===== src/design/cache_pkg.sv =====
`default_nettype none

package cache_pkg;

    // geometry defaults that the top level may override for sets and ways.
    localparam int num_sets   = 4;
    localparam int num_ways   = 4;
    localparam int line_words = 16;

    // address split for the default geometry.
    localparam int tag_bits  = 24;  // bits 31..8.
    localparam int set_bits  = 2;   // bits 7..6.
    localparam int word_bits = 4;   // bits 5..2.

    // one access is in flight at a time.
    typedef enum logic [3:0] {
        idle,
        lookup,
        respond,
        wb_addr,        // victim line address out.
        wb_data,
        wb_resp,
        refill_addr,
        refill_data,
        install
    } ctrl_state_t;

endpackage

`default_nettype wire


===== src/design/mem_bus_pkg.sv =====
`default_nettype none

package mem_bus_pkg;

    localparam int addr_bits = 32;
    localparam int data_bits = 32;
    localparam int strb_bits = data_bits / 8;

    // fixed incrementing bursts of one full line.
    localparam int burst_beats = 16;

    typedef enum logic [1:0] {
        okay   = 2'b00,
        slverr = 2'b10
    } resp_t;

endpackage

`default_nettype wire


===== src/design/tag_store.sv =====
`timescale 1ns/1ps
`default_nettype none

module tag_store #(
    parameter int num_sets = cache_pkg::num_sets,
    parameter int num_ways = cache_pkg::num_ways,
    localparam int set_w = $clog2(num_sets),
    localparam int way_w = $clog2(num_ways),
    localparam int tag_w = cache_pkg::tag_bits + cache_pkg::set_bits - set_w
) (
    input  logic                                clk,
    input  logic                                reset,
    input  logic [mem_bus_pkg::addr_bits-1:0]   lookup_addr,
    input  logic                                install,
    input  logic                                install_dirty,
    input  logic                                mark_dirty,
    output logic                                hit,
    output logic [way_w-1:0]                    hit_way,
    output logic [way_w-1:0]                    victim_way,
    output logic                                victim_dirty,
    output logic [tag_w-1:0]                    victim_tag
);

    localparam int off_w = cache_pkg::word_bits + $clog2(mem_bus_pkg::strb_bits);

    logic [tag_w-1:0]    tags   [num_sets][num_ways];
    logic [num_ways-1:0] valid  [num_sets];
    logic [num_ways-1:0] dirty  [num_sets];
    logic [way_w-1:0]    rr_ptr [num_sets];   // next victim per set.

    logic [set_w-1:0]    set_idx;
    logic [tag_w-1:0]    lookup_tag;
    logic [num_ways-1:0] match;

    assign set_idx    = lookup_addr[off_w +: set_w];
    assign lookup_tag = lookup_addr[mem_bus_pkg::addr_bits-1 -: tag_w];

    // parallel compare across the ways of the indexed set.
    always_comb begin
        hit_way = '0;
        for (int w = 0; w < num_ways; w++) begin
            match[w] = valid[set_idx][w] && (tags[set_idx][w] == lookup_tag);
            if (match[w]) begin
                hit_way = way_w'(w);
            end
        end
    end

    assign hit          = |match;
    assign victim_way   = rr_ptr[set_idx];
    assign victim_dirty = valid[set_idx][victim_way] && dirty[set_idx][victim_way];
    assign victim_tag   = tags[set_idx][victim_way];   // write-back address.

    always_ff @(posedge clk) begin
        if (install) begin
            tags[set_idx][victim_way] <= lookup_tag;
        end
    end

    always_ff @(posedge clk) begin
        if (reset) begin
            for (int s = 0; s < num_sets; s++) begin
                valid[s]  <= '0;
                dirty[s]  <= '0;
                rr_ptr[s] <= '0;
            end
        end else if (install) begin
            valid[set_idx][victim_way] <= 1'b1;
            dirty[set_idx][victim_way] <= install_dirty;
            rr_ptr[set_idx]            <= rr_ptr[set_idx] + 1'b1;   // round robin.
        end else if (mark_dirty) begin
            dirty[set_idx][hit_way] <= 1'b1;
        end
    end

    // a tag lives in at most one way of its set.
    a_single_match: assert property (@(posedge clk) disable iff (reset)
        $onehot0(match));

    // the controller installs only after a miss, which keeps the line unique.
    a_install_on_miss: assert property (@(posedge clk) disable iff (reset)
        install |-> !hit);

endmodule

`default_nettype wire


===== config.mk =====
export PLATFORM = sky130hd
export DESIGN_NAME = tag_store
export DESIGN_NICKNAME = d
export VERILOG_FILES = /design/src/design/cache_pkg.sv /design/src/design/mem_bus_pkg.sv /design/src/design/tag_store.sv
export SDC_FILE = /design/constraint.sdc
export NUM_CORES = 1
export LEC_CHECK = 0
export BUFFER_PORTS_ARGS = -buffer_cell sky130_fd_sc_hd__buf_4
export CORE_ASPECT_RATIO = 0.9
export CORE_UTILIZATION = 35
export DETAILED_ROUTE_END_ITERATION = 12
export GPL_TIMING_DRIVEN = 0
export SLEW_MARGIN = 20
export SYNTH_ARGS = -nofsm -noshare
export SYNTH_HDL_FRONTEND = slang
export SYNTH_SLANG_ARGS = --single-unit

===== constraint.sdc =====
create_clock -name clk -period 5 [get_ports clk]
set_input_delay 0 -clock clk [delete_from_list [all_inputs] [get_ports clk]]
set_output_delay 0 -clock clk [all_outputs]
set_load 0.1 [all_outputs]

## After elaboration in Yosys (flattened, before gate mapping)

Memory sizes are Yosys's and may differ from the RTL's.
Cells that the tools add are included.

- Order comparisons: 6
- Add/sub/neg operators: 1
- Equal/unequal tests: 4
- Mux-type cells: 40
- Reduce and logical (&&, ||, !) cells: 12
- Bitwise gates (word level): 5

Operators with widths:

| kind | number |
|---|---|
| $eq 24x24->1 | 4 |
| $mux 96 | 1 |
| $mux 24 | 3 |
| $bmux 24 s2 | 1 |
| $demux 24 s2 | 1 |
| $mux 4 | 6 |
| $mux 1 | 18 |
| $mux 2 | 6 |
| $reduce_or 4->1 | 3 |
| $logic_and 1x1->1 | 8 |
| $lt 2x3->1 const B | 2 |
| $bmux 1 s2 | 2 |
| $demux 1 s2 | 2 |
| $ge 2x1->1 const B | 2 |
| $or 1x1->1 | 4 |
| $ge 3x3->1 const B | 1 |
| $lt 3x1->1 const B | 1 |
| $not 2->3 | 1 |
| $add 2x1->2 const B | 1 |
| $reduce_or 2->1 | 1 |

- Bits in writable memories: 424
- Input port bits: 37
- Memories kept: 4
- Bits in registers: 0

Memory list:

| memory | words | bits a word | read ports | clocked after memory_dff | wr ports | line | text |
|---|---|---|---|---|---|---|---|
| tags | 4 | 96 | 1 | 0 | 1 | tag_store.sv:26 | `logic [tag_w-1:0] tags [num_sets][num_ways];` |
| dirty | 4 | 4 | 1 | 0 | 4 | tag_store.sv:28 | `logic [num_ways-1:0] dirty [num_sets];` |
| valid | 4 | 4 | 1 | 0 | 4 | tag_store.sv:27 | `logic [num_ways-1:0] valid [num_sets];` |
| rr_ptr | 4 | 2 | 1 | 0 | 4 | tag_store.sv:29 | `logic [way_w-1:0] rr_ptr [num_sets];` |

## Logic depth before layout (Yosys ltp)

Gate-level depths: netlist of run 1.
An unclocked memory read counts as a cell.

- Depth in word-level cells: 14
- Depth in mapped cells: 16

## Worst setup path after synthesis of run 1

No wires, ideal clock.

- Kind: input -> register
- Start point: input port lookup_addr[7] (netlist bit)
- End point: memory valid[3][1] (enable)
- Library setup time: 294 ps
- Slack: 809 ps
- Arrival time: 3897 ps
- Stages: 11
- Data required time: 4706 ps
- Path through: buf_2 > buf_6 > buf_6 > buf_6 > buf_4 > mux4_2 > clkbuf_1 > ha_1 > nand2_1 > nor2_1 > or2_2

RTL lines:

| what | line | text |
|---|---|---|
| start, declared | tag_store.sv:13 | `input logic [mem_bus_pkg::addr_bits-1:0] lookup_addr,` |
| end, declared | tag_store.sv:27 |  |

## Final worst setup path of run 1

- Start point: input port lookup_addr[7] (netlist bit)
- End point: output port hit

- Longest elaborated chain between the ends: 4
- Elaborated cells on any way between the ends: 11
- Those cells by class: eq/ne: 4; reduce/logical: 5; memory: 2

Ends and longest elaborated chain:

| what | line | text |
|---|---|---|
| $mem_v2 4x96 | n/a |  |
| $eq 24x24->1 | tag_store.sv:42 | `match[w] = valid[set_idx][w] && (tags[set_idx][w] == lookup_tag);` |
| $logic_and 1x1->1 | tag_store.sv:42 |  |
| $reduce_or 4->1 * | tag_store.sv:49 | `assign hit = \|match;` |
| end, declared | tag_store.sv:17 | `output logic hit,` |

Mark *: on every way between the ends. The rest lies on a longest branch, timed or not.

==> metrics, run 1 <==
CTS Buf Count 44; final worst-path cycle share 86.7%; Total Power 0.00845 W; syn_nets 1,111; die area 53,600 µm²; post-CTS setup buffer count 0; initial core utilization 35.6%; Setup WS pre-CTS 0.167 ns; most frequent cells in the layout 424 x edfxtp_1, 97 x mux4_2, 68 x xnor2_1; Final Util 42.3%; Synth async-reset ratio 0%; Sequential Power Share 47.4%; max layer used met4; share of cells above drive strength 1 24.9%; hold slack 0.101 ns; internal cell power 0.00623 W; TritonCTS clock tree yes; Die Height 220 µm; core area 51,800 µm²; EDFF count, synth 424; Lkg Pwr 7.25 nW; worst path bufs/invs 8; Achievable Freq 0.231 GHz; Synth Instances 1,070; clock root cell clkbuf_16; Crit path max-delay family buffers and inverters; FP Rows 79; DR vias/cell 5.63; Critical Path RT 5.00 ns; ys flop type edfxtp_1; setup violators final 0; I/O pin count 67; origin of the worst setup path lookup_addr[7]; Via Count 10,897; switching share of total power 26.2%; Avg Cell Area, Syn 17.2 µm²; most common cell after layout, fill and taps aside edfxtp_1; worst endpoint data arrival time 4.33 ns; skew final 0.0179 ns; met3 routed WL 5340 µm; Logic pwr share 13.7%; register area share after synthesis 69.1%; Peak VDD IR 0.209 mV; Hold Vio Cnt, Final 0; H-tree level count 2; Max Cap Violations 0; worst setup margin 0.667 ns; global-route wire length before repair 78,400 µm; Ant. Diodes 0; max_slew headroom 32.3%; slowest CP cell nor3_1; wire per inst 28.8 µm; fin. max-slew vios 0; Hold-fix buffers, CTS 25; first drt pass iteration count 5; cell breakdown of the critical path buf_2, buf_6, buf_6, buf_6, buf_4, buf_2, buf_2, mux4_2, xor2_1, nor3_1, nand4_1, nand4_1, buf_4; Worst Path Class, Setup input port to output port; WL met1 23,700 µm; gr usage total 21.0%; clock sinks 424; min-delay worst type input port to flip-flop; crit-path max FO 10; Cell variety after synth 50; Worst Tran Pin Value 1.02 ns; DRT Wirelength 55,700 µm; Synth Warn # 0; Layout area overhead 18.9%; Crit path largest cell delay 0.51 ns; share of the synthesized area in the top cell type 69.1%; DR WL met2 25,100 µm; Psw 0.00222 W; # resized after CTS 0; die width 244 µm; reg-to-reg startpoint rr_ptr[2][0]; DRC errors left 0; Synth area leaders edfxtp_1 69%, mux4_2 12%, xnor2_1 3.2%; RSZ-0062 raised after global routing false; startpoint class of the critical path input port; CTS max path bufs 3; cell taking the most area after synthesis edfxtp_1; clock power share 38.9%; Skew-Pair Late Insertion Delay 0.58 ns; initial antenna violation count 1; #FFs+latches synth 424; vias in the first global route 10,571; hold_sp install; Nets 1,256; antenna viol nets, final 0; TNS Setup 0 ns; Placer Congestion 0.922; Worst-path clk slew 0.06 ns; status complete, no violations; Setup crit end kind output port; minimum clock period 4.33 ns; drt initial violations 1,341; largest net degree at the start of global routing 24; mapped cell area 18,400 µm²; PortBufs 58; placed wire-length estimate 38,700 µm; pwr/cell area 386 nW/µm²; global route total overflow 0
-- metal layers --
metal / global-route usage [%] / vias up
li1: - / 4520
met1: 29.5 / 5672
met2: 32.2 / 608
met3: 4.88 / 97
met4: 6.54 / 0
met5: 0 / -
-- synthesized netlist by cell type, types with 4 or more instances --
cell,count
clkbuf_1,31
xnor2_1,68
a221oi_1,4
nor2_1,74
ha_1,4
o21ai_0,8
nor4_1,8
nor3_1,6
mux2_2,6
a21o_1,9
buf_6,11
buf_2,16
nand2_1,65
edfxtp_1,424
xor2_1,17
mux4_2,97
nand4_1,21
mux2i_1,47
and2_1,6
nor2b_1,5
o22ai_1,10
and3_1,18
or2_2,18
a211oi_1,10
inv_1,13
a31oi_1,10
o21a_1,5
buf_4,5
a21oi_1,20
-- logic make-up (layout without fill, tap and decap cells) --
family / count (synthesis) / in the layout / share of synthesized area, %
flip-flops: 424 / 424 / 69.1
AND/OR/NAND/NOR: 235 / 235 / 6.13
multiplexers: 150 / 150 / 14.8
AO/OA/AOI/OAI: 93 / 93 / 3.41
XOR/XNOR: 85 / 85 / 4.04
buffers and inverters: 79 / 257 / 2.27
adder cells (fa/ha/maj): 4 / 4 / 0.272
-- path summary, 6_finish.rpt --
path                 endpoint  slack [ns]  cells past startpoint
hold reg to reg   dirty[3][0]        1.32                      7
setup / recovery          hit        0.67                     13
setup reg to reg  valid[2][2]        1.08                      9
hold / removal    dirty[3][2]        0.10                      4
-- worst register-to-register path: stages (launching register included) --
cell and delay [ns]:
edfxtp_1 0.36, mux4_2 0.56, inv_1 0.36, buf_2 0.45
buf_2 0.44, ha_1 0.24, nand2_1 0.25, nor2_4 0.61
buf_16 0.25, or2_2 0.13
-- power groups by stage --
stage | combinational (W) | sequential, W | clock, W
6_report | 0.00116 | 0.00400 | 0.00329
5_1_grt | 0.00120 | 0.00401 | 0.00346
4_1_cts | 0.00115 | 0.00400 | 0.00333
3_5_place_dp | 0.00113 | 0.00408 | 0
3_3_place_gp | 0.00110 | 0.00408 | 0
2_1_floorplan | 0.000720 | 0.00408 | 0
-- state kept, by name, indices dropped and copies added, names as in the netlist --
name and flops:
rr_ptr 8, tags 384, dirty 16, valid 16
-- area by class of cell --
cell class,instances,area [µm²]
plain buffers,65,365
clock buffers,54,1160
clock inverters,25,258
fillers,4633,29900
inverters,14,52.6
multi-input cells,567,5390
flip-flops and latches,424,12700
well taps,688,861
repair buffers,99,1080
-- through the flow --
step | cell area [µm²] | std cells
floorplan | 18400 | 1070
global placement | 19700 | 1816
detailed placement | 20200 | 1832
CTS | 21900 | 1936
global route | 21900 | 1936
finish | 21900 | 1936
No activity file was read; power rests on OpenSTA's default activity.
==> run 2, diff against run 1 <==
Settings changed: ABC_AREA set to 1.
==> run 2 against run 1 <==
Effect of this change: die area up 4.4%; first-iteration DRC count grew 30%; sequential share of layout area is 2.2 points lower; synthesized area increased by 4.5%; synthesized cell count rose by 77%; clock skew shrank 0.0049 ns; clock power down 2%; cell count increased by 44%; combinational power up 15%; clock-buffer cell count rose by 3; sequential cell count unchanged; global-route usage up 4.4 points; largest cell class unchanged.
==> metrics, run 2 <==
RSZ-0062 raised after global routing false; skew final 0.0130 ns; mapped cell area 19,200 µm²; Hold Vio Cnt, Final 0; wire per inst 25.4 µm; PortBufs 57; clock root cell clkbuf_16; r2r setup slk 0.86 ns; register area share after synthesis 66.1%; EDFF count, synth 424; Avg Cell Area, Syn 10.2 µm²; max_slew headroom 26.8%; core area 54,300 µm²; Final Cell Area 22,800 µm²; clock power share 37.8%; I/O pin count 67; R2R depth 11; DR vias/cell 5.40; Psw 0.00243 W; minimum clock period 4.14 ns; DRT Wirelength 70,600 µm; Setup WS pre-CTS 0.437 ns; hold slack 0.0965 ns; global-route wire length before repair 101,000 µm; Logic pwr share 15.5%; worst setup margin 0.857 ns; most frequent CP cell nand2_1; non-filler instance count after layout 2,780; placed wire-length estimate 51,100 µm; share of cells above drive strength 1 10.4%; hold_sp reset; Worst-path clk slew 0.06 ns; first drt pass iteration count 5; biggest regs tags: 384 flops, dirty: 16 flops, valid: 16 flops; Post-Place Cells 2,670; most frequent cells in the layout 728 x nand2_1, 424 x edfxtp_1, 163 x nor2_1; Via Count 15,000; vias in the first global route 14,214; status complete, no violations; die area 55,900 µm²; Worst Path Class, Setup flip-flop to flip-flop; # resized after CTS 0; Lkg Pwr 8.94 nW; die width 249 µm; Peak VDD IR 0.221 mV; slowest CP cell a221oi_2; hold path endpoint dirty[3][1]; reg-to-reg startpoint rr_ptr[0][1]; min-delay worst type input port to flip-flop; Skew-Pair Late Insertion Delay 0.58 ns; gr usage total 25.4%; Final Util 41.9%; Critical Path RT 5.28 ns; Post-DP Area 21,100 µm²; Die Height 224 µm; CTS Buf Count 45; internal cell power 0.00614 W; Crit path max-delay family simple AND/OR/NAND/NOR gates; syn_nets 1,933; top post-synthesis cells by count 728 x nand2_1, 424 x edfxtp_1, 179 x nor2_1; switching share of total power 28.4%; cell taking the most area after synthesis edfxtp_1; setup violators final 0; TritonCTS clock tree yes; largest net degree at the start of global routing 24; crit-path max FO 11; final worst-path cycle share 82.9%; DRC errors left 0; initial antenna violation count 3; hold path depth 3; Achievable Freq 0.241 GHz; Worst Tran Pin Value 1.10 ns; CTS max path bufs 3; Layout area overhead 18.2%; fin. max-slew vios 0; Cell variety after synth 39; Synth async-reset ratio 0%; max reg flops 384; fillcell total 5,277; Sequential Power Share 46.7%; Nets 2,079; share of the synthesized area in the top cell type 66.1%; H-tree level count 2; FP Rows 81; Synth Instances 1,892; cell breakdown of the critical path a22oi_1, inv_1, a221oi_2, clkbuf_1, ha_1, nand2_1, nor2_1, nor2_4, nand3_4, nand3_1, nand2_1; drt initial violations 1,738; initial core utilization 35.4%; most frequent cell after synthesis nand2_1; antenna viol nets, final 0; Placer Congestion 1.05; critical path depth in cells 11; Synth area leaders edfxtp_1 66%, nand2_1 14%, nor2_1 3.5%; Synth Warn # 0; worst path bufs/invs 2; worst endpoint data arrival time 4.42 ns; Largest Register tags; Crit path largest cell delay 0.81 ns; pwr/cell area 377 nW/µm²; ys flop type edfxtp_1; Max Cap Violations 0; clock sinks 424; #FFs+latches synth 424; worst r2r dst dirty[1][3]; global route total overflow 0; post-CTS setup buffer count 0; most common cell after layout, fill and taps aside nand2_1; startpoint class of the critical path flip-flop; Setup crit end kind flip-flop
==> run 2: cell types whose count changed in the layout (fill, tap and decap cells not counted), sizes merged, moves of 49 or more <==
cell   delta
a22oi    +49
inv      +80
mux4     -97
nand2   +665
nand3   +111
nor2    +113
o21ai    +64
xnor2    -68
==> run 2: cell type report <==
class,instances,area [µm²],area share [%]
diodes,2,5.00,0.0220
multi-input cells,1300,5900,25.9
plain buffers,76,388,1.70
clock buffers,57,1170,5.15
repair buffers,99,1100,4.83
inverters,92,348,1.53
flip-flops and latches,424,12700,55.9
clock inverters,25,234,1.03
well taps,705,882,3.88
==> run 2: layer usage <==
layer,vias to the layer above,track usage [%],share of wire [%]
li1,6808,-,-
met1,7321,36.3,43
met2,774,37.7,43
met3,97,5.93,11
met4,0,8.50,3.0
met5,-,0,0
==> run 2: kinds of logic after synthesis <==
group | after synthesis | synth area share, %
AOI/OAI and AO/OA | 226 | 7.25
and+or+nand+nor | 1060 | 22.1
buffers and inverters | 168 | 3.82
adders and majority gates | 4 | 0.260
DFF | 424 | 66.1
xor gates and xnor gates | 10 | 0.455
==> run 2: per-stage QoR <==
stage	TNS [ns]	power (W)
after floorplan	0	0.00484
after global placement	-185.52	0.00534
after detailed placement	0	0.00537
after CTS	0	0.00860
after global routing	0	0.00882
final	0	0.00857
==> run 2: tightest hold or removal path: stages <==
cell	delay (ns)
clkbuf_1	0.19
nor3_1	0.23
a21oi_1	0.07
==> run 2: repair_timing <==
item	in CTS	in global routing
hold buffers	26	0
setup endpoints to repair	0	0
endpoints found under the hold margin	409	0
==> run 2: worst max-delay path by stage <==
| stage | end | startpoint | slack, ns |
|---|---|---|---|
| after floorplan | tags[2][0] | lookup_addr[6] | 0.88 |
| after global placement | tags[3][7] | lookup_addr[7] | -0.82 |
| after detailed placement | dirty[2][3] | lookup_addr[7] | 0.44 |
| after CTS | dirty[1][3] | rr_ptr[0][1] | 0.87 |
| after global routing | dirty[0][3] | rr_ptr[0][1] | 0.63 |
| final | dirty[1][3] | rr_ptr[0][1] | 0.86 |
==> run 2: power groups by stage <==
stage / registers (W) / clock network (W) / logic (W)
after floorplan: 0.00408 / 0 / 0.000765
after detailed placement: 0.00408 / 0 / 0.00129
after global placement: 0.00408 / 0 / 0.00126
after global routing: 0.00401 / 0.00342 / 0.00139
final: 0.00400 / 0.00324 / 0.00133
after CTS: 0.00400 / 0.00328 / 0.00131
