[config.mk]
export PLATFORM = sky130hd
export DESIGN_NAME = cache_ctrl
export DESIGN_NICKNAME = d
export VERILOG_FILES = /design/src/design/cache_pkg.sv /design/src/design/mem_bus_pkg.sv /design/src/design/cache_ctrl.sv
export SDC_FILE = /design/constraint.sdc
export NUM_CORES = 1
export LEC_CHECK = 0
export BUFFER_PORTS_ARGS = -buffer_cell sky130_fd_sc_hd__buf_2
export CAP_MARGIN = 20
export CORE_AREA = 2 2 136 138
export DETAILED_ROUTE_END_ITERATION = 8
export DIE_AREA = 0 0 138 140
export PLACE_DENSITY = 0.45
export SETUP_SLACK_MARGIN = 0.2
export SYNTH_ARGS = -nofsm -noshare
export SYNTH_HDL_FRONTEND = slang
export SYNTH_SLANG_ARGS = --single-unit
[constraint.sdc]
create_clock -name clk -period 3.06 [get_ports clk]
set_input_delay 0.612 -clock clk [delete_from_list [all_inputs] [get_ports clk]]
set_output_delay 0.612 -clock clk [all_outputs]
set_load 0.02 [all_outputs]
[src/design/cache_pkg.sv]
`default_nettype none

package cache_pkg;

    // geometry defaults that the top level may override for sets and ways.
    localparam int num_sets   = 4;
    localparam int num_ways   = 4;
    localparam int line_words = 16;

    // address split for the default geometry.
    localparam int tag_bits  = 24;  // bits 31..8.
    localparam int set_bits  = 2;   // bits 7..6.
    localparam int word_bits = 4;   // bits 5..2.

    // one access is in flight at a time.
    typedef enum logic [3:0] {
        idle,
        lookup,
        respond,
        wb_addr,        // victim line address out.
        wb_data,
        wb_resp,
        refill_addr,
        refill_data,
        install
    } ctrl_state_t;

endpackage

`default_nettype wire

[src/design/mem_bus_pkg.sv]
`default_nettype none

package mem_bus_pkg;

    localparam int addr_bits = 32;
    localparam int data_bits = 32;
    localparam int strb_bits = data_bits / 8;

    // fixed incrementing bursts of one full line.
    localparam int burst_beats = 16;

    typedef enum logic [1:0] {
        okay   = 2'b00,
        slverr = 2'b10
    } resp_t;

endpackage

`default_nettype wire

[src/design/cache_ctrl.sv]
`timescale 1ns/1ps
`default_nettype none

module cache_ctrl #(
    parameter int num_sets = cache_pkg::num_sets,
    parameter int num_ways = cache_pkg::num_ways,
    localparam int set_w = $clog2(num_sets),
    localparam int way_w = $clog2(num_ways),
    localparam int tag_w = cache_pkg::tag_bits + cache_pkg::set_bits - set_w
) (
    input  logic                                clk,
    input  logic                                reset,
    input  logic [mem_bus_pkg::addr_bits-1:0]   req_addr,
    input  logic                                req_read,
    input  logic [mem_bus_pkg::strb_bits-1:0]   req_strb,
    input  logic [mem_bus_pkg::data_bits-1:0]   req_wdata,
    output logic [mem_bus_pkg::data_bits-1:0]   resp_rdata,
    output logic                                resp_rvalid,
    output logic                                resp_wdone,

    input  logic                                hit,
    input  logic [way_w-1:0]                    hit_way,
    input  logic [way_w-1:0]                    victim_way,
    input  logic                                victim_dirty,
    input  logic [tag_w-1:0]                    victim_tag,
    output logic                                install,
    output logic                                install_dirty,
    output logic                                mark_dirty,

    output logic [way_w-1:0]                    ls_way,
    output logic [cache_pkg::word_bits-1:0]     ls_word,
    output logic                                ls_wr_en,
    output logic [mem_bus_pkg::strb_bits-1:0]   ls_strb,
    output logic [mem_bus_pkg::data_bits-1:0]   ls_wdata,
    input  logic [mem_bus_pkg::data_bits-1:0]   ls_rdata,

    output logic [mem_bus_pkg::addr_bits-1:0]   awaddr,
    output logic                                awvalid,
    input  logic                                awready,
    output logic [mem_bus_pkg::data_bits-1:0]   wdata,
    output logic                                wlast,
    output logic                                wvalid,
    input  logic                                wready,
    input  logic                                bvalid,
    output logic                                bready,
    output logic [mem_bus_pkg::addr_bits-1:0]   araddr,
    output logic                                arvalid,
    input  logic                                arready,
    input  logic [mem_bus_pkg::data_bits-1:0]   rdata,
    input  logic                                rlast,
    input  logic                                rvalid,
    output logic                                rready
);

    localparam int off_w = cache_pkg::word_bits + $clog2(mem_bus_pkg::strb_bits);
    localparam logic [cache_pkg::word_bits-1:0] last_beat =
        cache_pkg::word_bits'(mem_bus_pkg::burst_beats - 1);

    cache_pkg::ctrl_state_t          state;
    logic [cache_pkg::word_bits-1:0] beat;      // shared by write-back and refill.
    logic                            is_write;
    logic                            req_pending;
    logic [set_w-1:0]                req_set;
    logic                            in_burst;

    assign is_write = |req_strb;
    assign req_set  = req_addr[off_w +: set_w];
    assign in_burst = (state == cache_pkg::wb_data) || (state == cache_pkg::refill_data);

    // the requester still holds the request in the cycle its response is up.
    assign req_pending = (req_read || is_write) && !resp_rvalid && !resp_wdone;

    always_ff @(posedge clk) begin
        if (reset) begin
            state <= cache_pkg::idle;
            beat  <= '0;
        end else begin
            case (state)
                cache_pkg::idle: begin
                    if (req_pending) begin
                        state <= cache_pkg::lookup;
                    end
                end
                cache_pkg::lookup: begin
                    if (hit) begin
                        state <= cache_pkg::respond;
                    end else if (victim_dirty) begin
                        state <= cache_pkg::wb_addr;
                    end else begin
                        state <= cache_pkg::refill_addr;
                    end
                end
                cache_pkg::respond: state <= cache_pkg::idle;
                cache_pkg::wb_addr: begin
                    if (awready) begin
                        state <= cache_pkg::wb_data;
                        beat  <= '0;
                    end
                end
                cache_pkg::wb_data: begin
                    if (wvalid && wready) begin
                        beat <= beat + 1'b1;
                        if (beat == last_beat) begin
                            state <= cache_pkg::wb_resp;
                        end
                    end
                end
                cache_pkg::wb_resp: begin
                    if (bvalid) begin
                        state <= cache_pkg::refill_addr;   // bresp ignored.
                    end
                end
                cache_pkg::refill_addr: begin
                    if (arready) begin
                        state <= cache_pkg::refill_data;
                        beat  <= '0;
                    end
                end
                cache_pkg::refill_data: begin
                    if (rvalid) begin
                        beat <= beat + 1'b1;
                        if (rlast) begin
                            state <= cache_pkg::install;
                        end
                    end
                end
                cache_pkg::install: state <= cache_pkg::lookup;   // replay as a hit.
                default: state <= cache_pkg::idle;
            endcase
        end
    end

    // one-cycle response pulses.
    always_ff @(posedge clk) begin
        if (reset) begin
            resp_rvalid <= 1'b0;
            resp_wdone  <= 1'b0;
        end else begin
            resp_rvalid <= (state == cache_pkg::respond) && req_read;
            resp_wdone  <= (state == cache_pkg::respond) && is_write;
        end
    end

    always_ff @(posedge clk) begin
        if (state == cache_pkg::respond && req_read) begin
            resp_rdata <= ls_rdata;
        end
    end

    // tag side.
    assign install       = (state == cache_pkg::install);
    assign install_dirty = is_write;
    assign mark_dirty    = (state == cache_pkg::respond) && is_write;

    // the victim way stays stable until install moves the pointer.
    assign ls_way   = (state == cache_pkg::respond) ? hit_way : victim_way;
    assign ls_word  = in_burst ? beat : req_addr[2 +: cache_pkg::word_bits];
    assign ls_wr_en = ((state == cache_pkg::respond) && is_write) ||
                      ((state == cache_pkg::refill_data) && rvalid);
    assign ls_strb  = (state == cache_pkg::refill_data) ?
                      {mem_bus_pkg::strb_bits{1'b1}} : req_strb;
    assign ls_wdata = (state == cache_pkg::refill_data) ? rdata : req_wdata;

    // memory side.
    assign awvalid = (state == cache_pkg::wb_addr);
    assign awaddr  = {victim_tag, req_set, {off_w{1'b0}}};
    assign wvalid  = (state == cache_pkg::wb_data);
    assign wdata   = ls_rdata;
    assign wlast   = wvalid && (beat == last_beat);
    assign bready  = 1'b1;
    assign arvalid = (state == cache_pkg::refill_addr);
    assign araddr  = {req_addr[mem_bus_pkg::addr_bits-1:off_w], {off_w{1'b0}}};
    assign rready  = 1'b1;

    a_aw_hold: assert property (@(posedge clk) disable iff (reset)
        awvalid && !awready |=> awvalid && $stable(awaddr));

    a_ar_hold: assert property (@(posedge clk) disable iff (reset)
        arvalid && !arready |=> arvalid && $stable(araddr));

    // both bursts close on beat 15 of the shared counter.
    a_last_beat: assert property (@(posedge clk) disable iff (reset)
        (wlast || (state == cache_pkg::refill_data && rvalid && rlast)) |->
        beat == last_beat);

    a_one_resp: assert property (@(posedge clk) disable iff (reset)
        !(resp_rvalid && resp_wdone));

endmodule

`default_nettype wire

; Word level (Yosys, flattened, before mapping)
; Cells that the tools add are included.
[word_totals]
in_bits = 171
reg_bits = 42
elab_cells = 60
[op_classes]
n_eq_ne = 17
add_sub_neg = 1
reduce_logical = 17
muxes = 20
[ops]
columns = cell, count
row1 = $mux W4, 14
row2 = $mux W32, 1
row3 = $pmux W4 S8, 1
row4 = $eq A4 B3 Y1 const B, 4
row5 = $pmux W4 S4, 1
row6 = $eq A4 B2 Y1 const B, 2
row7 = $eq A4 B4 Y1 const B, 2
row8 = $ne A2 B1 Y1 const B, 4
row9 = $ne A2 B2 Y1 const B, 4
row10 = $reduce_and A8 Y1, 1
row11 = $logic_and A1 B1 Y1, 7
row12 = $mux W3, 2
row13 = $reduce_and A5 Y1, 1
row14 = $add A4 B1 Y4 const B, 1
row15 = $eq A4 B1 Y1 const B, 1
row16 = $logic_not A4 Y1, 1
row17 = $reduce_bool A4 Y1, 1
row18 = $reduce_or A4 Y1, 1
row19 = $logic_or A1 B1 Y1, 3
row20 = $logic_not A1 Y1, 2
row21 = $mux W2, 1

; Logic depth before layout (Yosys ltp)
; Gate-level depths: netlist of the first run.
[logic_depth]
depth_word = 6
ltp_mapped = 6
depth_no_buf = 5

; Worst setup path after synthesis of the first run
; Ideal clock, no wire load.
[synth_path]
kind = in2out
start = input port req_strb[2] (netlist name)
end = output port ls_wr_en
stages = 3
path_slack_ps = 587
arrival_time_ps = 1861
required_ps = 2448
cell_sequence = or4_1 > and2_1 > a31o_2
[synth_between]
elab_chain_cells = 3
[synth_lines]
columns = element, line
row1 = start: declaration, cache_ctrl.sv:15  ; input logic [mem_bus_pkg::strb_bits-1:0] req_strb,
row2 = $reduce_or A4 Y1, cache_ctrl.sv:66  ; assign is_write = |req_strb;
row3 = $logic_and A1 B1 Y1, n/a
row4 = net mark_dirty, cache_ctrl.sv:28  ; output logic mark_dirty,
row5 = $logic_or A1 B1 Y1, cache_ctrl.sv:158  ; assign ls_wr_en = ((state == cache_pkg::respond) && is_write) ||
row6 = end: declaration, cache_ctrl.sv:32  ; output logic ls_wr_en,
; The timed path passes the listed nets, and every way through them passes these cells.

; Final worst setup path of the first run
[layout_path]
start = register state[0]
end = output port ls_wdata[14] (netlist name)
[layout_between]
elab_chain_cells = 2
[layout_lines]
columns = element, line
row1 = start: declaration, cache_ctrl.sv:59  ; cache_pkg::ctrl_state_t state;
row2 = start signal: assignment, cache_ctrl.sv:75  ; state <= cache_pkg::idle;
row3 = start signal: assignment, cache_ctrl.sv:81  ; state <= cache_pkg::lookup;
row4 = start signal: assignment, cache_ctrl.sv:86  ; state <= cache_pkg::respond;
row5 = $eq A4 B3 Y1, cache_ctrl.sv:162  ; assign ls_wdata = (state == cache_pkg::refill_data) ? rdata : req_wdata;
row6 = $mux W32, cache_ctrl.sv:162
row7 = end: declaration, cache_ctrl.sv:34  ; output logic [mem_bus_pkg::data_bits-1:0] ls_wdata,
; No other way between the ends.

==> flow_metrics.py, run 1 <==
metrics = {
    "sta": {
        "setup_viol": 0,
        "fin_crit_sh_pct": 87.8,
        "tns_ns": 0,
        "worst_slew_pin_slew_ns": 0.568,
        "rsz0062_at_grt": "false",
        "slew_viol_final": 0,
        "setup_slack_ns": 0.373,
        "whs_ns": 0.507,
        "hold_viol_final": 0,
        "slew-limit-headroom_pct": 62.1,
        "final.setup_skew_ns": 0.0134,
        "layout_min_cycle_time_ns": 2.69,
        "timing.fmax_mhz": 372,
    },
    "setup_path": {
        "r2r_end": "resp_rdata[20]",
        "worstPathRequired_ns": 2.45,
        "startpoint": "state[0]",
        "critPathArrivalTime_ns": 2.08,
        "regToRegStartpoint": "state[1]",
        "crit_path_end_kind": "output pin",
        "crit_type": "register to output pin",
        "worstSetupEndpoint": "ls_wdata[14]",
        "reg2reg_depth": 5,
        "crit_path_start_kind": "register",
        "reg2reg_slack_ns": 0.95,
        "critPathMaxFanout": 28,
    },
    "floorplan": {
        "coreArea_um2": 17800,
        "num_io_pins": 353,
        "die_h_um": 140,
        "initial_core_util_pct": 16.2,
        "dieArea_um2": 19300,
        "num_rows": 49,
        "die_x_um": 138,
    },
    "grt": {
        "grt_max_degree": 33,
        "grt_pass1_vias": 2244,
        "grt_use_total_pct": 11.4,
        "grt_pass1_wl_um": 15900,
        "antenna_found_initial": 8,
        "grt-ovfl-total": 0,
    },
    "synth": {
        "synthTopCellsByArea": "edfxtp_1 33%, buf_4 26%, mux2_2 15%, dfxtp_1 7.0%, mux2i_1 1.4%",
        "synth-async-reset-ratio_pct": 0,
        "avgSynthCellArea_um2": 11.0,
        "synth_top_area_share_pct": 33.5,
        "synth-edff-count": 32,
        "synthesis.area_um2": 2870,
        "yosysWarnings": 0,
        "synth_cell_types": 46,
        "yosysTopAreaCell": "edfxtp_1",
        "ys_seq_area_share_pct": 40.4,
        "syn_inst": 261,
        "synth_ff_type": "edfxtp_1",
        "ys_seq_elements": 42,
    },
    "route": {
        "vias": 2428,
        "avgViaCountPerCell": 3.78,
        "wl_um": 11700,
        "drt-pass1-iter-count": 4,
        "first_iter_violations": 47,
        "ant_nets": 0,
        "route.detailed.drc": 0,
        "wl_per_cell_um": 18.3,
    },
    "pwr": {
        "ir_drop_v": 0.000249,
        "p_leak_nw": 1.80,
        "fin_total_pwr_mw": 2.12,
        "p_per_area_nw_per_um2": 555,
    },
    "clock_tree": {
        "cts_tree": "yes",
        "cts_sinks": 42,
        "clk_path_buf_depth": 2,
        "htree_levels": 2,
        "root_buffer": "clkbuf_16",
        "cts_buffers": 5,
        "insertion_delay_ns": 0.29,
        "clk_pin_slew_worst_paths_ns": 0.07,
    },
    "hold_path": {
        "hold_path_class": "primary input to register",
    },
    "cells_and_area": {
        "stdcell_area_um2": 3830,
        "drive_gt1_share_pct": 71.2,
        "nNetsFinal": 584,
        "synthToLayoutAreaGrowth_pct": 33.2,
    },
    "placement": {
        "port_buffers": 234,
        "routabilityCongestion": 0.858,
        "dp_hpwl_um": 10600,
        "place_area_um2": 3630,
        "pre_cts_ws_ns": 0.446,
    },
    "outcome": {
        "status": "finished clean",
    },
    "job": {
        "maxCapViolations": 0,
    },
}
[worst max-delay path, stage by stage, from the launching register on]
cell     delay (ns)
dfxtp_1        0.45
and3b_2        0.33
nand2_1        0.10
buf_4          0.33
mux2_2         0.39
buf_2          0.16
[cell usage in the layout (no fill, tap or decap), types with 3 or more instances in the layout]
| cell | instances |
|---|---|
| a21oi_1 | 3 |
| buf_2 | 234 |
| buf_4 | 5 |
| clkbuf_16 | 5 |
| conb_1 | 14 |
| dfxtp_1 | 8 |
| edfxtp_1 | 32 |
| inv_1 | 3 |
| mux2_2 | 38 |
| mux2i_1 | 4 |
| nand2_1 | 4 |
| nand2b_1 | 5 |
| nand3_1 | 3 |
| nor2_1 | 4 |
| nor2b_1 | 4 |
| nor3_1 | 4 |
| o21ai_0 | 3 |
[through the flow]
stage,util [%],instances
floorplan,-,273
global placement,20.4,634
detailed placement,20.4,634
CTS,21.5,642
global route,21.5,643
finish,21.5,643
[synthesized netlist by cell type (all sizes together), types with 3 or more instances]
master	count
nand2b	5
inv	3
nor2	4
nor3	4
buf	105
a21oi	3
o21ai	3
mux2	39
nor2b	4
edfxtp	32
dfxtp	10
nand2	4
mux2i	4
nand3	3
[flip-flops by register name, summed over array words and instances, names as in the netlist]
signal and cells:
resp_wdone 1, state 4, beat 4, resp_rvalid 1
resp_rdata 32
[layout make-up]
| type | count | area, µm² |
|---|---|---|
| Antenna cell | 1 | 2.50 |
| Clock buffer | 5 | 125 |
| Clock inverter | 3 | 68.8 |
| Fill cell | 1995 | 14000 |
| Inverter | 3 | 11.3 |
| Multi-Input combinational cell | 121 | 960 |
| Sequential cell | 42 | 1160 |
| Tap cell | 229 | 287 |
| Timing Repair Buffer | 239 | 1210 |
[cell families after synthesis]
kind of cell    share of synthesized area [%]
compound gates                           5.71
xor+xnor                                0.305
fa+ha+maj                               0.436
buf+inv                                  27.7
flops                                    40.4
mux                                      16.8
other cells                             0.262
simple gates                             8.32
[per-layer routing]
layer	wire (µm)	vias to the layer above	global-route usage, %
met2	6370	227	22.7
met5	27	-	0
met4	241	4	3.65
met3	1320	24	5.16
met1	3780	1060	10.3
li1	-	1113	-
[worst min-delay path by stage]
| stage | cells after the start | startpoint | endpoint |
|---|---|---|---|
| 6_report | 1 | ls_rdata[9] | resp_rdata[9] |
| 5_1_grt | 1 | ls_rdata[9] | resp_rdata[9] |
| 4_1_cts | 1 | ls_rdata[9] | resp_rdata[9] |
| 3_5_place_dp | 2 | beat[3] | beat[3] |
| 3_3_place_gp | 2 | beat[3] | beat[3] |
| 2_1_floorplan | 2 | beat[3] | beat[3] |
[timing repair]
item | CTS | global route
cloned | 0 | 0
hold buffers | 0 | 0
pin swaps | 0 | 0
resized for setup | 1 | 1
setup endpoints to repair | 3 | 24
buffers inserted | 0 | 0
[power by group]
group          switching (mW)  total, mW  internal (mW)
Clock                   0.211      0.679          0.468
Sequential             0.0520      0.736          0.684
Combinational           0.417      0.709          0.292
(Power assumes the default switching activity.)
==> run 2: changes to the inputs <==
--- a/config.mk
+++ b/config.mk
@@ -5,12 +5,13 @@
 export SDC_FILE = /design/constraint.sdc
 export NUM_CORES = 1
 export LEC_CHECK = 0
+export ABC_AREA = 1
 export BUFFER_PORTS_ARGS = -buffer_cell sky130_fd_sc_hd__buf_2
 export CAP_MARGIN = 20
-export CORE_AREA = 2 2 136 138
+export CORE_AREA = 2 2 138 140
 export DETAILED_ROUTE_END_ITERATION = 8
-export DIE_AREA = 0 0 138 140
-export PLACE_DENSITY = 0.45
+export DIE_AREA = 0 0 140 142
+export PLACE_DENSITY = 0.44
 export SETUP_SLACK_MARGIN = 0.2
 export SYNTH_ARGS = -nofsm -noshare
 export SYNTH_HDL_FRONTEND = slang
==> run 2 against run 1 <==
The flow now finishes with violations (DRC). Critical path depth rose by 3. Sequential share of layout area fell by 0.11 points. Clock skew shrank 0.0067 ns. Synthesized cell count up 41%. Sequential power shrank 1%. Clock power shrank 24%. Critical endpoint is now ls_wdata[31]. Largest cell class unchanged. Largest power group is now combinational logic. Highest routed layer is now met4.
==> flow_metrics.py, run 2 <==
metrics = {
    "cells_and_area": {
        "largestRegisters": "resp_rdata (32), beat (4), state (4)",
        "drive_gt1_share_pct": 50.7,
        "final_cells": 755,
        "layout_commonest_cell": "buf_2",
        "nNetsFinal": 690,
        "layout_common_cells": "234 x buf_2, 126 x nand2_1, 32 x edfxtp_1, 27 x nor2_1, 15 x inv_1",
        "multi_input_area_um2": 970,
        "final_util_pct": 20.8,
        "regMostFlops": "resp_rdata",
        "layout.area.seq_um2": 1160,
        "largest_reg_flops": 32,
        "n_fill_cell": 2108,
        "synthToLayoutAreaGrowth_pct": 31.2,
    },
    "grt": {
        "grt_pass1_wl_um": 15800,
        "grt_pass1_vias": 2450,
        "antenna_found_initial": 1,
        "grt-ovfl-total": 0,
        "grt_max_degree": 38,
        "grt_use_total_pct": 10.9,
    },
    "synth": {
        "yosysWarnings": 0,
        "synth.most_common_cell": "nand2_1",
        "synthesis.area_um2": 2920,
        "synth_top_area_share_pct": 32.9,
        "synthTopCellsByArea": "edfxtp_1 33%, buf_4 25%, nand2_1 16%, dfxtp_1 6.9%, nor2_1 3.6%",
        "synth_cell_types": 27,
        "synth_common_cells": "126 x nand2_1, 98 x buf_4, 32 x edfxtp_1",
        "syn_inst": 367,
        "ys_seq_area_share_pct": 39.8,
        "yosysTopAreaCell": "edfxtp_1",
        "ys_seq_elements": 42,
        "synth-async-reset-ratio_pct": 0,
        "synth_ff_type": "edfxtp_1",
        "synth-edff-count": 32,
        "avgSynthCellArea_um2": 7.95,
    },
    "sta": {
        "setup_viol": 0,
        "tns_ns": 0,
        "rsz0062_at_grt": "false",
        "layout_min_cycle_time_ns": 2.44,
        "final.setup_skew_ns": 0.00672,
        "slew_viol_final": 0,
        "hold_viol_final": 0,
        "whs_ns": 0.467,
        "fin_crit_sh_pct": 79.7,
        "timing.fmax_mhz": 410,
    },
    "route": {
        "drt-pass1-iter-count": 9,
        "first_iter_violations": 127,
        "avgViaCountPerCell": 3.59,
        "wl_per_cell_um": 15.6,
        "vias": 2708,
        "wl_um": 11800,
        "ant_nets": 0,
        "route.detailed.drc": 48,
    },
    "hold_path": {
        "hold_path_class": "register to register",
    },
    "pwr": {
        "p_per_area_nw_per_um2": 529,
        "fin_total_pwr_mw": 2.03,
        "p_leak_nw": 2.03,
        "ir_drop_v": 0.000228,
    },
    "clock_tree": {
        "cts_tree": "yes",
        "cts-resized-gates": 0,
        "root_buffer": "clkbuf_16",
        "holdBufCountCts": 0,
        "clk_path_buf_depth": 2,
        "clk_pin_slew_worst_paths_ns": 0.06,
        "cts_sinks": 42,
        "cts_buffers": 5,
        "insertion_delay_ns": 0.28,
        "htree_levels": 2,
        "cts_setup_buffers": 0,
    },
    "setup_path": {
        "crit_path_end_kind": "output pin",
        "critPathMaxFanout": 19,
        "crit_path_start_kind": "register",
        "critPathArrivalTime_ns": 1.83,
        "crit_type": "register to output pin",
        "worstPathRequired_ns": 2.45,
    },
    "placement": {
        "routabilityCongestion": 0.804,
        "dp_hpwl_um": 10200,
        "port_buffers": 234,
        "dp_cells": 745,
    },
    "outcome": {
        "status": "finished with violations",
        "violations": "DRC",
    },
    "job": {
        "maxCapViolations": 0,
    },
    "floorplan": {
        "initial_core_util_pct": 15.8,
        "die_h_um": 142,
        "dieArea_um2": 19900,
        "num_io_pins": 353,
        "num_rows": 50,
        "coreArea_um2": 18500,
        "die_x_um": 140,
    },
}
run 2: changes by cell type in the layout (fill, tap and decap cells not counted), sizes merged, moves of 3 or more:
| cell | change |
|---|---|
| nand3b | +5 |
| mux2i | -4 |
| nand2b | -5 |
| nand3 | +3 |
| nand2 | +129 |
| mux2 | -39 |
| nor2b | -4 |
| o21ai | +3 |
| nor2 | +27 |
| or2 | +4 |
| inv | +15 |
run 2: critical path: stages, from the launching register on:
cell     delay, ns
dfxtp_1       0.40
inv_2         0.09
nand2_4       0.08
nor2_4        0.04
inv_2         0.28
buf_4         0.30
nand2_1       0.13
nand2_1       0.07
buf_2         0.15
run 2: final cells by class:
type	count	share of cell area [%]
antenna	2	0.131
tap	234	7.64
multi-input combinational	214	25.3
inverter	18	1.76
clock buffer	5	3.27
sequential	42	30.3
clock inverter	3	0.425
timing repair buffer	237	31.2
run 2: through the flow:
stage | instance area, µm² | worst slack, ns
6_report | 3830 | 0.622
4_1_cts | 3830 | 0.570
2_1_floorplan | 2960 | 0.614
3_5_place_dp | 3680 | 0.895
3_3_place_gp | 3680 | 0.898
5_1_grt | 3830 | 0.440
run 2: path summary, 6_finish.rpt:
kind	startpoint	endpoint	slack (ns)	cells after the start
setup / recovery	state[3]	ls_wdata[31]	0.62	8
hold / removal	beat[3]	beat[3]	0.47	2
setup reg to reg	state[0]	state[1]	1.33	10
hold reg to reg	beat[3]	beat[3]	0.47	2
run 2: kinds of logic (layout without fill, tap and decap cells):
family	count (synthesis)	in the layout	synth area share (%)
AND/OR/NAND/NOR	186	186	28.2
buffers and inverters	123	263	28.8
flip-flops	42	42	39.8
AO/OA/AOI/OAI	11	11	1.97
other	2	16	0.257
XOR/XNOR	2	2	0.600
adder cells (fa/ha/maj)	1	1	0.429
run 2: power by group:
| group | total (mW) | leakage (nW) | internal, mW | switching [mW] |
|---|---|---|---|---|
| Combinational | 0.790 | 1.59 | 0.256 | 0.533 |
| Clock | 0.513 | 0.0673 | 0.298 | 0.215 |
| Sequential | 0.726 | 0.371 | 0.690 | 0.0358 |
run 2: per-layer routing:
layer  wire, µm  GRT usage, %  share of wire (%)  vias to the layer above
met3       1470          4.51                 12                       11
li1           -             -                  -                     1339
met2       5950          20.7                 50                      218
met5          0             0                  0                        -
met4        215          2.71                1.8                        0
met1       4160          11.1                 35                     1140
==> run 3: changes to the inputs <==
--- a/config.mk
+++ b/config.mk
@@ -8,10 +8,10 @@
 export ABC_AREA = 1
 export BUFFER_PORTS_ARGS = -buffer_cell sky130_fd_sc_hd__buf_2
 export CAP_MARGIN = 20
-export CORE_AREA = 2 2 138 140
+export CORE_AREA = 2 2 136 138
 export DETAILED_ROUTE_END_ITERATION = 8
-export DIE_AREA = 0 0 140 142
-export PLACE_DENSITY = 0.44
+export DIE_AREA = 0 0 138 140
+export PLACE_DENSITY = 0.47
 export SETUP_SLACK_MARGIN = 0.2
 export SYNTH_ARGS = -nofsm -noshare
 export SYNTH_HDL_FRONTEND = slang
==> constraint.sdc (replaced) <==
create_clock -name clk -period 2.1 [get_ports clk]
set_input_delay 0.42 -clock clk [delete_from_list [all_inputs] [get_ports clk]]
set_output_delay 0.42 -clock clk [all_outputs]
set_load 0.02 [all_outputs]
==> run 3 against run 2 <==
The flow now finishes without violations. Clock power is 45% higher. First-iteration DRC count decreased by 57%. Count of clock-buffer cells in the layout is the same. Cell area grew 4.1%. Cell count did not move. Worst setup slack worse by 0.45 ns. Via count grew 1.8%. Sequential share of layout area decreased by 0.97 points. Combinational power is 57% higher. Sequential power is 47% higher. Highest routed layer is now met5. Register-to-register slack worse by 0.72 ns. Worst hold slack got worse by 0.14 ns.
==> flow_metrics.py, run 3 (synthesis results as in run 2) <==
metrics = {
    "pwr": {
        "power.internal_mw": 1.88,
        "clockPowerShare_pct": 24.4,
        "ir_drop_v": 0.000421,
        "p_switching_mw": 1.17,
        "p_leak_nw": 2.09,
        "swShare_pct": 38.3,
        "p_per_area_nw_per_um2": 765,
        "p_seq_share_pct": 35.0,
        "p_comb_share_pct": 40.6,
    },
    "route": {
        "vias": 2756,
        "first_iter_violations": 55,
        "wl_per_cell_um": 15.5,
        "ant_nets": 0,
        "drt-pass1-iter-count": 4,
        "wl_um": 11700,
        "avgViaCountPerCell": 3.65,
        "route.detailed.drc": 0,
    },
    "setup_path": {
        "reg2reg_depth": 9,
        "worst_path_max_delay_cell": "dfxtp_2",
        "r2r_end": "beat[0]",
        "regToRegStartpoint": "state[2]",
        "crit_path_start_kind": "register",
        "critPathArrivalTime_ns": 1.51,
        "cp_cell_sequence": "inv_2, nand2_4, nor2_4, inv_4, buf_12, nand2_1, nand2_1, buf_2",
        "crit_type": "register to output pin",
        "critPathMaxFanout": 17,
        "worstPathRequired_ns": 1.68,
        "crit_path_end_kind": "output pin",
        "cpMostUsedCell": "nand2_1",
        "cpPeakStageDelay_ns": 0.34,
        "reg2reg_slack_ns": 0.61,
    },
    "clock_tree": {
        "htree_levels": 2,
        "clk_pin_slew_worst_paths_ns": 0.06,
        "root_buffer": "clkbuf_16",
        "cts_tree": "yes",
        "cts_buffers": 5,
        "holdBufCountCts": 0,
        "insertion_delay_ns": 0.29,
        "cts_sinks": 42,
        "clk_path_buf_depth": 2,
    },
    "placement": {
        "pre_cts_ws_ns": 0.304,
        "dp_hpwl_um": 9870,
        "routabilityCongestion": 0.845,
        "port_buffers": 234,
        "place_area_um2": 3740,
    },
    "cells_and_area": {
        "diodes": 0,
        "layout_commonest_cell": "buf_2",
        "layout.area.seq_um2": 1170,
        "regMostFlops": "resp_rdata",
        "final_util_pct": 22.4,
        "synthToLayoutAreaGrowth_pct": 36.6,
        "multi_input_area_um2": 1000,
        "n_fill_cell": 2020,
        "layout_common_cells": "231 x buf_2, 122 x nand2_1, 32 x edfxtp_1, 25 x nor2_1",
        "stdcell_area_um2": 3990,
        "largestRegisters": "resp_rdata (32), beat (4), state (4)",
        "drive_gt1_share_pct": 54.2,
        "largest_reg_flops": 32,
        "nNetsFinal": 697,
    },
    "floorplan": {
        "initial_core_util_pct": 16.4,
        "coreArea_um2": 17800,
        "die_h_um": 140,
        "dieArea_um2": 19300,
        "die_x_um": 138,
        "num_io_pins": 353,
        "num_rows": 49,
    },
    "sta": {
        "hold_viol_final": 0,
        "setup_slack_ns": 0.171,
        "tns_ns": 0,
        "slew_viol_final": 0,
        "rsz0062_at_grt": "true",
        "setup_viol": 0,
        "layout_min_cycle_time_ns": 1.93,
        "final.setup_skew_ns": 0.00858,
        "timing.fmax_mhz": 518,
        "fin_crit_sh_pct": 91.9,
    },
    "grt": {
        "grt_max_degree": 38,
        "grt_pass1_vias": 2544,
        "antenna_found_initial": 1,
        "grt-ovfl-total": 0,
        "grt_use_total_pct": 11.0,
        "grt_pass1_wl_um": 15900,
    },
    "hold_path": {
        "hold_path_class": "primary input to register",
        "hold_end": "resp_rdata[13]",
        "min-delay-start": "ls_rdata[13]",
        "whs_path_depth": 1,
    },
    "job": {
        "maxCapViolations": 0,
    },
    "outcome": {
        "status": "finished clean",
    },
}
-- run 3: timing repair --
item                                    in CTS  in global routing
cloned                                       0                  2
pin swaps                                    2                  0
buffers inserted                             2                  0
gates resized for setup                     15                 11
endpoints found under the setup margin      44                 45
-- run 3: area by class of cell --
| cell class | count | area share (%) |
|---|---|---|
| timing repair buffer | 244 | 33.0 |
| clock inverter | 3 | 0.408 |
| tap | 229 | 7.19 |
| clock buffer | 5 | 3.14 |
| multi-input combinational | 214 | 25.1 |
| inverter | 18 | 1.82 |
| sequential | 42 | 29.3 |
-- run 3: per-layer routing --
metal	vias up	part of all wire (%)	global-route usage [%]
met5	-	0.15	0
met3	12	9.5	3.56
met2	214	54	21.8
met4	2	1.7	3.71
li1	1355	-	-
met1	1173	34	10.6
-- run 3: worst max-delay path, delay by kind of cell (launching register included) --
| kind | cells | cell delay (ns) |
|---|---|---|
| buf+inv | 4 | 0.51 |
| simple gates | 4 | 0.37 |
| flops | 1 | 0.34 |
-- run 3: worst max path at each step --
stage	slack (ns)	from	endpoint	cells after the start
floorplan	0.30	state[2]	ls_word[1]	6
global placement	0.28	state[0]	ls_word[0]	8
detailed placement	0.30	state[0]	ls_word[0]	8
CTS	0.14	state[3]	ls_wdata[18]	8
global route	0.06	state[3]	ls_wdata[5]	7
finish	0.17	state[3]	ls_wdata[18]	8
-- run 3: per-stage QoR --
step,total power [mW],instances,hold WS (ns)
5_1_grt,3.26,755,0.309
3_3_place_gp,2.28,743,0.456
3_5_place_dp,2.28,743,0.456
2_1_floorplan,2.00,379,0.438
6_report,3.05,755,0.322
4_1_cts,3.09,753,0.312
-- run 3: power by group through the flow --
stage	clock, mW	sequential, mW	combinational, mW
after global placement	0	1.07	1.21
after CTS	0.783	1.07	1.24
after global routing	0.822	1.08	1.36
after detailed placement	0	1.07	1.21
after floorplan	0	1.16	0.840
final	0.744	1.07	1.24
